[src/design/ldpc_base_matrix.svh]
// base matrix edge tables in row order for `include inside a module or generate scope

// column (codeword word) read by each edge
localparam logic [ldpc_dec_pkg::COL_W-1:0] edge_col [ldpc_dec_pkg::EDGES] = '{
  3'd0, // row 0
  3'd1,
  3'd2,
  3'd3,
  3'd4, // row 1
  3'd5,
  3'd6,
  3'd7,
  3'd0, // row 2 uses the even columns
  3'd2,
  3'd4,
  3'd6,
  3'd1, // row 3 uses the odd columns
  3'd3,
  3'd5,
  3'd7
};

// cyclic shift applied to the word of each edge
localparam logic [ldpc_dec_pkg::SHF_W-1:0] edge_shift [ldpc_dec_pkg::EDGES] = '{
  3'd0, // row 0
  3'd3,
  3'd5,
  3'd7,
  3'd1, // row 1
  3'd2,
  3'd4,
  3'd6,
  3'd2, // row 2
  3'd7,
  3'd0,
  3'd5,
  3'd6, // row 3
  3'd1,
  3'd3,
  3'd4
};
[src/design/ldpc_dec_pkg.sv]
// shared base matrix sizes and controller states for the ldpc syndrome check stage
`default_nettype none

package ldpc_dec_pkg;

  // base matrix geometry
  localparam int ROWS  = 4;            // check rows in the base matrix
  localparam int COLS  = 8;            // columns which is also words per codeword
  localparam int ROW_W = 4;            // edges per row
  localparam int EDGES = ROWS * ROW_W; // total edges walked per frame

  // index widths
  localparam int COL_W     = $clog2(COLS);  // word address into the hd memory
  localparam int SHF_W     = 3;             // all table shifts stay below 8
  localparam int EDGE_W    = $clog2(EDGES); // edge table index
  localparam int ROW_CNT_W = $clog2(ROWS) + 1;

  // frame controller states
  typedef enum logic [1:0] {
    LOAD,  // take codeword words from the input
    RUN,   // issue one edge per cycle
    DRAIN, // edges issued and row results still in flight
    DONE   // result held until out_ready
  } ctrl_state_t;

endpackage

`default_nettype wire

[src/design/ldpc_syndrome_check_top.sv]
// parity check stage top level joining controller memory shifter and syndrome counter
`timescale 1ns/1ps
`default_nettype none

module ldpc_syndrome_check_top #(
  parameter int Z = 16 // word width in bits and at least 8
) (
  input  wire         iclk,
  input  wire         ireset,
  // codeword input in column order
  input  wire         in_valid,
  output logic        in_ready,
  input  wire [Z-1:0] in_data,
  // pass or fail result
  output logic        out_valid,
  input  wire         out_ready,
  output logic        out_fail
);

  // memory write
  logic                           wr_en;
  logic [ldpc_dec_pkg::COL_W-1:0] wr_addr;

  // edge issue
  logic                           rd_en;
  logic [ldpc_dec_pkg::COL_W-1:0] rd_addr;
  logic [ldpc_dec_pkg::SHF_W-1:0] edge_shift;
  logic                           sop;
  logic                           eop;
  logic                           sof;
  logic [Z-1:0]                   rd_data;

  // shifter to counter
  logic                           sh_val;
  logic                           sh_sop;
  logic                           sh_eop;
  logic                           sh_sof;
  logic [Z-1:0]                   sh_data;

  // counter back to controller
  logic                           row_val;
  logic                           frame_fail;

  ldpc_syn_ctrl u_ctrl (
    .iclk       (iclk),
    .ireset     (ireset),
    .in_valid   (in_valid),
    .in_ready   (in_ready),
    .wr_en      (wr_en),
    .wr_addr    (wr_addr),
    .rd_en      (rd_en),
    .rd_addr    (rd_addr),
    .edge_shift (edge_shift),
    .sop        (sop),
    .eop        (eop),
    .sof        (sof),
    .row_val    (row_val),
    .frame_fail (frame_fail),
    .out_valid  (out_valid),
    .out_fail   (out_fail),
    .out_ready  (out_ready)
  );

  ldpc_hd_ram #(.Z(Z)) u_hd_ram (
    .iclk    (iclk),
    .wr_en   (wr_en),
    .wr_addr (wr_addr),
    .wr_data (in_data),
    .rd_en   (rd_en),
    .rd_addr (rd_addr),
    .rd_data (rd_data)
  );

  // issue goes straight in and is delayed inside to meet rd_data
  ldpc_cyclic_shift #(.Z(Z)) u_shift (
    .iclk   (iclk),
    .ireset (ireset),
    .ival   (rd_en),
    .shift  (edge_shift),
    .sop    (sop),
    .eop    (eop),
    .sof    (sof),
    .data   (rd_data),
    .oval   (sh_val),
    .osop   (sh_sop),
    .oeop   (sh_eop),
    .osof   (sh_sof),
    .odata  (sh_data)
  );

  ldpc_syndrome_count #(.Z(Z)) u_syn_count (
    .iclk     (iclk),
    .ireset   (ireset),
    .ival     (sh_val),
    .sop      (sh_sop),
    .eop      (sh_eop),
    .sof      (sh_sof),
    .vnode_hd (sh_data),
    .oval     (row_val),
    .odat     (frame_fail)
  );

endmodule

`default_nettype wire

[src/design/ldpc_syndrome_count.sv]
// row syndrome XOR and frame wide non-zero flag fed by rotated hard decision words
`timescale 1ns/1ps
`default_nettype none

module ldpc_syndrome_count #(
  parameter int Z = 16 // word width in bits
) (
  input  wire         iclk,
  input  wire         ireset,
  // one rotated word per edge
  input  wire         ival,
  input  wire         sop,      // first edge of a row
  input  wire         eop,      // last edge of a row
  input  wire         sof,      // first edge of the frame
  input  wire [Z-1:0] vnode_hd,
  // row done pulse and running frame flag
  output logic        oval,
  output logic        odat
);

  logic         syn_val;  // row syndrome complete
  logic [Z-1:0] syndrome; // XOR of the rotated words of the current row

  // control pipe
  always_ff @(posedge iclk or posedge ireset) begin
    if (ireset) begin
      syn_val <= 1'b0;
      oval    <= 1'b0;
    end else begin
      syn_val <= ival & eop;
      oval    <= syn_val; // odat already holds this row
    end
  end

  always_ff @(posedge iclk) begin
    // row syndrome restarts on sop
    if (ival) begin
      syndrome <= sop ? vnode_hd : (syndrome ^ vnode_hd);
    end
    // frame flag
    if (ival & sop & sof) begin
      odat <= 1'b0;                  // new frame
    end else if (syn_val) begin
      odat <= odat | (|syndrome);    // any unsatisfied check fails the frame
    end
  end

endmodule

`default_nettype wire

[src/design/ldpc_cyclic_shift.sv]
// registered cyclic rotation of a read word by its edge shift with strobes kept aligned
`timescale 1ns/1ps
`default_nettype none

module ldpc_cyclic_shift #(
  parameter int Z = 16 // word width in bits
) (
  input  wire                           iclk,
  input  wire                           ireset,
  // edge issue straight from the controller
  input  wire                           ival,
  input  wire [ldpc_dec_pkg::SHF_W-1:0] shift,
  input  wire                           sop,
  input  wire                           eop,
  input  wire                           sof,
  // word from the memory one cycle later
  input  wire [Z-1:0]                   data,
  // rotated word toward the syndrome counter
  output logic                          oval,
  output logic                          osop,
  output logic                          oeop,
  output logic                          osof,
  output logic [Z-1:0]                  odata
);

  logic                           val_q;   // issue delayed by the memory latency
  logic                           sop_q;
  logic                           eop_q;
  logic                           sof_q;
  logic [ldpc_dec_pkg::SHF_W-1:0] shift_q;
  logic [2*Z-1:0]                 dbl;     // doubled word so a right shift rotates

  always_ff @(posedge iclk or posedge ireset) begin
    if (ireset) begin
      val_q <= 1'b0;
      sop_q <= 1'b0;
      eop_q <= 1'b0;
      sof_q <= 1'b0;
      oval  <= 1'b0;
      osop  <= 1'b0;
      oeop  <= 1'b0;
      osof  <= 1'b0;
    end else begin
      val_q <= ival;        // lines up with rd_data
      sop_q <= ival & sop;
      eop_q <= ival & eop;
      sof_q <= ival & sof;
      oval  <= val_q;       // lines up with odata
      osop  <= sop_q;
      oeop  <= eop_q;
      osof  <= sof_q;
    end
  end

  // out bit i takes in bit (i + shift) mod Z
  assign dbl = {data, data} >> shift_q;

  always_ff @(posedge iclk) begin
    shift_q <= shift;
    if (val_q) begin
      odata <= dbl[Z-1:0];
    end
  end

endmodule

`default_nettype wire

[src/design/ldpc_syn_ctrl.sv]
// frame controller that loads a codeword and walks the edge table then returns the result
`timescale 1ns/1ps
`default_nettype none

module ldpc_syn_ctrl (
  input  wire                           iclk,
  input  wire                           ireset,
  // codeword input
  input  wire                           in_valid,
  output logic                          in_ready,
  output logic                          wr_en,
  output logic [ldpc_dec_pkg::COL_W-1:0] wr_addr,
  // edge issue toward memory and shifter
  output logic                          rd_en,
  output logic [ldpc_dec_pkg::COL_W-1:0] rd_addr,
  output logic [ldpc_dec_pkg::SHF_W-1:0] edge_shift,
  output logic                          sop,
  output logic                          eop,
  output logic                          sof,
  // row results from the syndrome counter
  input  wire                           row_val,
  input  wire                           frame_fail,
  // result output
  output logic                          out_valid,
  output logic                          out_fail,
  input  wire                           out_ready
);

  localparam int POS_W = $clog2(ldpc_dec_pkg::ROW_W); // edge position inside a row

  ldpc_dec_pkg::ctrl_state_t state;

  logic [ldpc_dec_pkg::COL_W-1:0]     word_cnt;  // words loaded so far
  logic [ldpc_dec_pkg::EDGE_W-1:0]    edge_idx;  // edge being issued
  logic [ldpc_dec_pkg::ROW_CNT_W-1:0] row_cnt;   // row pulses seen this frame
  logic [POS_W-1:0]                   edge_pos;
  logic [ldpc_dec_pkg::SHF_W-1:0]     tab_shift; // shift looked up for edge_idx
  logic                               run;
  logic                               last_word;
  logic                               last_edge;
  logic                               cnt_en;
  logic                               last_row;
  logic                               take;

  // edge tables in a local scope where edge_shift names the table
  if (1) begin : g_tab
    `include "ldpc_base_matrix.svh"
    assign rd_addr   = edge_col[edge_idx];
    assign tab_shift = edge_shift[edge_idx];
  end

  assign edge_shift = tab_shift;

  // input side
  assign in_ready  = (state == ldpc_dec_pkg::LOAD); // accept only while loading
  assign wr_en     = in_valid & in_ready;
  assign wr_addr   = word_cnt;
  assign last_word = wr_en && (word_cnt == ldpc_dec_pkg::COL_W'(ldpc_dec_pkg::COLS - 1));

  // edge issue
  assign run       = (state == ldpc_dec_pkg::RUN);
  assign edge_pos  = edge_idx[POS_W-1:0];
  assign rd_en     = run;
  assign sop       = run && (edge_pos == '0);                                      // row start
  assign eop       = run && (edge_pos == POS_W'(ldpc_dec_pkg::ROW_W - 1));         // row end
  assign sof       = run && (edge_idx == '0);                                      // frame start
  assign last_edge = run && (edge_idx == ldpc_dec_pkg::EDGE_W'(ldpc_dec_pkg::EDGES - 1));

  // row result counting while edges are in flight
  assign cnt_en   = row_val && (run || (state == ldpc_dec_pkg::DRAIN));
  assign last_row = cnt_en && (row_cnt == ldpc_dec_pkg::ROW_CNT_W'(ldpc_dec_pkg::ROWS - 1));

  // output handshake
  assign out_valid = (state == ldpc_dec_pkg::DONE);
  assign take      = out_valid & out_ready;

  always_ff @(posedge iclk or posedge ireset) begin
    if (ireset) begin
      state    <= ldpc_dec_pkg::LOAD;
      word_cnt <= '0;
      edge_idx <= '0;
      row_cnt  <= '0;
      out_fail <= 1'b0;
    end else begin
      if (wr_en) begin
        word_cnt <= last_word ? '0 : word_cnt + 1'b1;
      end
      if (run) begin
        edge_idx <= last_edge ? '0 : edge_idx + 1'b1; // one edge per cycle
      end
      if (cnt_en) begin
        row_cnt <= last_row ? '0 : row_cnt + 1'b1;
      end
      if (last_row) begin
        out_fail <= frame_fail; // frame flag is final with the last row pulse
      end
      case (state)
        ldpc_dec_pkg::LOAD: begin
          if (last_word) begin
            state <= ldpc_dec_pkg::RUN;
          end
        end
        ldpc_dec_pkg::RUN: begin
          if (last_edge) begin
            state <= ldpc_dec_pkg::DRAIN;
          end
        end
        ldpc_dec_pkg::DRAIN: begin
          if (last_row) begin
            state <= ldpc_dec_pkg::DONE;
          end
        end
        ldpc_dec_pkg::DONE: begin
          if (take) begin
            state <= ldpc_dec_pkg::LOAD; // ready for the next codeword
          end
        end
        default: state <= ldpc_dec_pkg::LOAD;
      endcase
    end
  end

endmodule

`default_nettype wire

[src/design/ldpc_hd_ram.sv]
// hard decision word memory holding one codeword with a registered read port
`timescale 1ns/1ps
`default_nettype none

module ldpc_hd_ram #(
  parameter int Z = 16 // word width in bits
) (
  input  wire                           iclk,
  // write side fed from the input handshake
  input  wire                           wr_en,
  input  wire [ldpc_dec_pkg::COL_W-1:0] wr_addr,
  input  wire [Z-1:0]                   wr_data,
  // read side driven by the edge schedule
  input  wire                           rd_en,
  input  wire [ldpc_dec_pkg::COL_W-1:0] rd_addr,
  output logic [Z-1:0]                  rd_data
);

  // one word per base matrix column
  logic [Z-1:0] mem [ldpc_dec_pkg::COLS];

  // write port
  always_ff @(posedge iclk) begin
    if (wr_en) begin
      mem[wr_addr] <= wr_data; // words land in column order
    end
  end

  // read port with one cycle latency
  // rd_data holds its value while rd_en is low
  always_ff @(posedge iclk) begin
    if (rd_en) begin
      rd_data <= mem[rd_addr];
    end
  end

endmodule

`default_nettype wire

[config.mk]
export PLATFORM = sky130hd
export DESIGN_NAME = ldpc_syndrome_check_top
export DESIGN_NICKNAME = d
export VERILOG_FILES = /design/src/design/ldpc_dec_pkg.sv /design/src/design/ldpc_syndrome_check_top.sv /design/src/design/ldpc_syndrome_count.sv /design/src/design/ldpc_cyclic_shift.sv /design/src/design/ldpc_syn_ctrl.sv /design/src/design/ldpc_hd_ram.sv
export VERILOG_INCLUDE_DIRS = /design/src /design/src/design
export SDC_FILE = /design/constraint.sdc
export NUM_CORES = 1
export LEC_CHECK = 0
export BUFFER_PORTS_ARGS = -buffer_cell sky130_fd_sc_hd__buf_2
export CAP_MARGIN = 20
export CORE_MARGIN = 3
export CORE_UTILIZATION = 50
export CTS_CLUSTER_DIAMETER = 40
export DETAILED_ROUTE_END_ITERATION = 8
export PLACE_DENSITY = 0.72
export SLEW_MARGIN = 20
export SYNTH_ARGS = -nofsm -noshare
export SYNTH_HDL_FRONTEND = slang
export SYNTH_SLANG_ARGS = --single-unit
[constraint.sdc]
create_clock -name iclk -period 2.65 [get_ports iclk]
set_input_delay 0.265 -clock iclk [delete_from_list [all_inputs] [get_ports iclk]]
set_output_delay 0.265 -clock iclk [all_outputs]
set_load 0.05 [all_outputs]
==> flow_summary.json <==
{
  "dr_total_vias": 5188,
  "p_leak_nw": 3.775,
  "synth_cell_types": 40,
  "pin_count": 23,
  "hold_path_class": "input pin to flip-flop",
  "seq_area_frac_synth": 0.6565,
  "tightest_slew_ps": 866.5,
  "initial_utilization": 0.5178,
  "utilization": 0.6028,
  "path_cells": "buf_4, ha_1, nand3_1, a222oi_1, nand2_1, mux2_1",
  "min_path_cells": 1,
  "io_buffers": 22,
  "cp_slowest_cell": "buf_4",
  "layout_commonest_cell": "edfxtp_1",
  "wl_met3_um": 980,
  "die_y_um": 140.5,
  "synthCells": 591,
  "end_kind": "flip-flop",
  "gp_congestion": 0.7804,
  "worstSetupPathType": "flip-flop to flip-flop",
  "ys_top_cells_by_area": "edfxtp_1 (58%), dfrtp_1 (6.4%), mux4_2 (4.0%)",
  "antenna_cells": 0,
  "drc_errors": 0,
  "maxCapViolCount": 0,
  "cts_buffer_depth": 3,
  "syn-cell-area_um2": 9049,
  "rsz0062_at_grt": "false",
  "switching_share": 0.3159,
  "area_growth_pct": 16.43,
  "core_um2": 17480,
  "grt_pass1_wl_um": 28680,
  "antenna_found_initial": 1,
  "cts.sinks": 203,
  "path_clk_slew_ps": 50,
  "mostFrequentLayoutCells": "edfxtp_1 (176), nand2b_1 (54), a21oi_1 (51)",
  "pwr_density_cell_nw_per_um2": 1253,
  "wl_met1_um": 7283,
  "ys_warn_count": 0,
  "ctsHtreeMaxLevel": 1,
  "post-route-period-util": 0.8510,
  "row_count": 48,
  "period_needed_ps": 2255,
  "status": "finished clean",
  "cts_resized": 0,
  "seq_power_share": 0.389,
  "netlist.area_leader.share": 0.5841,
  "synth_nets": 623,
  "fin_nets": 670,
  "max_stage_delay_ps": 480,
  "synth_seq_cells": 203,
  "cts-root-buf": "clkbuf_16",
  "die_x_um": 140.5,
  "layout-drive-gt1-share": 0.2511,
  "die_area_um2": 19750,
  "crit_required_ps": 3050,
  "relSlewSlack": 0.4217,
  "hold_viol": 0,
  "grt_overflow": 0,
  "crit_path_max_fanout": 55,
  "grt_pass1_vias": 5396,
  "r2r_cells": 6,
  "fin_tns_setup_ps": 0,
  "cp_data_arrival_time_ps": 2650,
  "clk_latency_ps": 520,
  "clock_power_share": 0.288,
  "setup_violations": 0,
  "cts_buffers": 28,
  "grt_usage": 0.1839,
  "combPwrFrac": 0.323,
  "vias_per_cell": 5.882,
  "wl_met2_um": 9397,
  "cp-start-kind": "flip-flop",
  "synth_area_leader_cell": "edfxtp_1",
  "highest_layer": "met5",
  "ir_drop_mv": 0.6472,
  "post_drt_wl_per_cell_um": 20.56,
  "power.switching_w": 0.004171,
  "grt_max_degree": 60,
  "cts_tree": "yes",
  "clock-skew-final_ps": 8.670,
  "first_pass_iters": 5,
  "ant_nets": 0,
  "place_hpwl_um": 10940,
  "drtIter0Drc": 314,
  "max_freq_mhz": 443.4,
  "internal_power_w": 0.009032,
  "drv_slew": 0,
  "syn_area_per_cell_um2": 15.31,
  "totalWireLength_um": 18130
}
area by class of cell:
type / instances / area [um2]
Fill cell: 1271 / 6942
Sequential cell: 203 / 5942
Multi-Input combinational cell: 343 / 2923
Clock buffer: 30 / 729.5
Timing Repair Buffer: 55 / 387.9
Tap cell: 225 / 281.5
Clock inverter: 19 / 245.2
Inverter: 7 / 26.28
per-stage QoR:
| step | worst slack [ps] | instance area, um2 | hold WS, ps | total power (W) | std cells |
|---|---|---|---|---|---|
| 4_1_cts | 437.9 | 10540 | 0.5638 | 0.01327 | 882 |
| 5_1_grt | 296.7 | 10540 | 7.504 | 0.01387 | 882 |
| 2_1_floorplan | -284.3 | 9060 | 266.9 | 0.008371 | 591 |
| 3_3_place_gp | 551.3 | 9490 | 331.9 | 0.009217 | 826 |
| 6_report | 394.9 | 10540 | 21.65 | 0.01320 | 882 |
| 3_5_place_dp | 436.8 | 9490 | 335.6 | 0.009409 | 826 |
critical path: cells and delay by family (launching register included):
| family | cells | cell delay (ps) |
|---|---|---|
| adders and majority gates | 1 | 310 |
| muxes | 1 | 330 |
| AOI/OAI and AO/OA | 1 | 310 |
| DFF | 1 | 380 |
| and+or+nand+nor | 2 | 330 |
| buffers and inverters | 1 | 480 |
cells by family (layout without fill, tap and decap cells):
family | after synthesis | count (layout) | share of synthesized area
AO/OA/AOI/OAI | 100 | 100 | 0.08117
XOR/XNOR | 17 | 17 | 0.01645
adder cells (fa/ha/maj) | 12 | 12 | 0.01659
buffers and inverters | 45 | 111 | 0.02434
flip-flops | 203 | 203 | 0.6565
multiplexers | 86 | 86 | 0.1297
AND/OR/NAND/NOR | 128 | 128 | 0.07522
routing by layer:
metal,vias to the layer above,track usage
met5,-,0
met4,2,0.06221
met3,46,0.03312
met2,167,0.3291
met1,2598,0.2247
li1,2375,-
path summary, 6_finish.rpt:
kind | from | endpoint | slack, ps
worst min register to register | u_shift.eop_q$_DFF_PP0_ | u_shift.oeop$_DFF_PP0_ | 350
worst max register to register | u_ctrl.edge_idx[0]$_DFFE_PP0P_ | u_ctrl.state[1]$_DFFE_PP0P_ | 390
min in group asynchronous | ireset | u_shift.osop$_DFF_PP0_ | 470
max in group asynchronous | ireset | u_ctrl.edge_idx[3]$_DFFE_PP0P_ | 1590
worst min-delay path | in_data[11] | u_hd_ram.mem[2][11]$_DFFE_PP_ | 20
worst max-delay path | u_ctrl.edge_idx[0]$_DFFE_PP0P_ | u_ctrl.state[1]$_DFFE_PP0P_ | 390
sequential cells by signal, summed over array words and instances (netlist names), 2 cells and up:
| register | flops |
|---|---|
| u_ctrl.state | 2 |
| u_ctrl.edge_idx | 4 |
| u_ctrl.wr_addr | 3 |
| u_shift.shift_q | 3 |
| u_syn_count.syndrome | 16 |
| u_shift.odata | 16 |
| u_ctrl.row_cnt | 3 |
| u_hd_ram.rd_data | 16 |
| u_hd_ram.mem | 128 |
power by group through the flow:
stage | clock network (W) | registers (W) | logic [W]
6_report | 0.00380 | 0.00513 | 0.00427
5_1_grt | 0.00403 | 0.00521 | 0.00463
4_1_cts | 0.00388 | 0.00513 | 0.00427
3_5_place_dp | 0 | 0.00519 | 0.00422
3_3_place_gp | 0 | 0.00513 | 0.00408
2_1_floorplan | 0 | 0.00488 | 0.00349
what timing repair did:
item                                    4_1_cts  5_1_grt
endpoints found under the setup margin        0        0
setup buffers                                 0        0
hold endpoints to repair                     67        0
hold buffers                                  7        0
synth_stat cells, drive strengths merged:
| master | instances |
|---|---|
| edfxtp | 176 |
| nand2b | 54 |
| a21oi | 51 |
| mux2 | 35 |
| mux2i | 35 |
| buf | 23 |
| dfrtp | 23 |
| nand3 | 21 |
| nor2 | 21 |
| a2111oi | 16 |
| a221oi | 16 |
| mux4 | 16 |
| xnor2 | 16 |
| clkbuf | 15 |
| nand2 | 15 |
| ha | 12 |
| o21ai | 9 |
| inv | 7 |
| nor3 | 6 |
| nor4 | 5 |
| dfxtp | 4 |
| and2 | 3 |
| a21o | 2 |
| o31ai | 2 |
| a222oi | 1 |
| a31oi | 1 |
| and3 | 1 |
| nand4 | 1 |
| nor3b | 1 |
| o211ai | 1 |
| o22ai | 1 |
| xor2 | 1 |
Power figures use the tool's default switching activity.
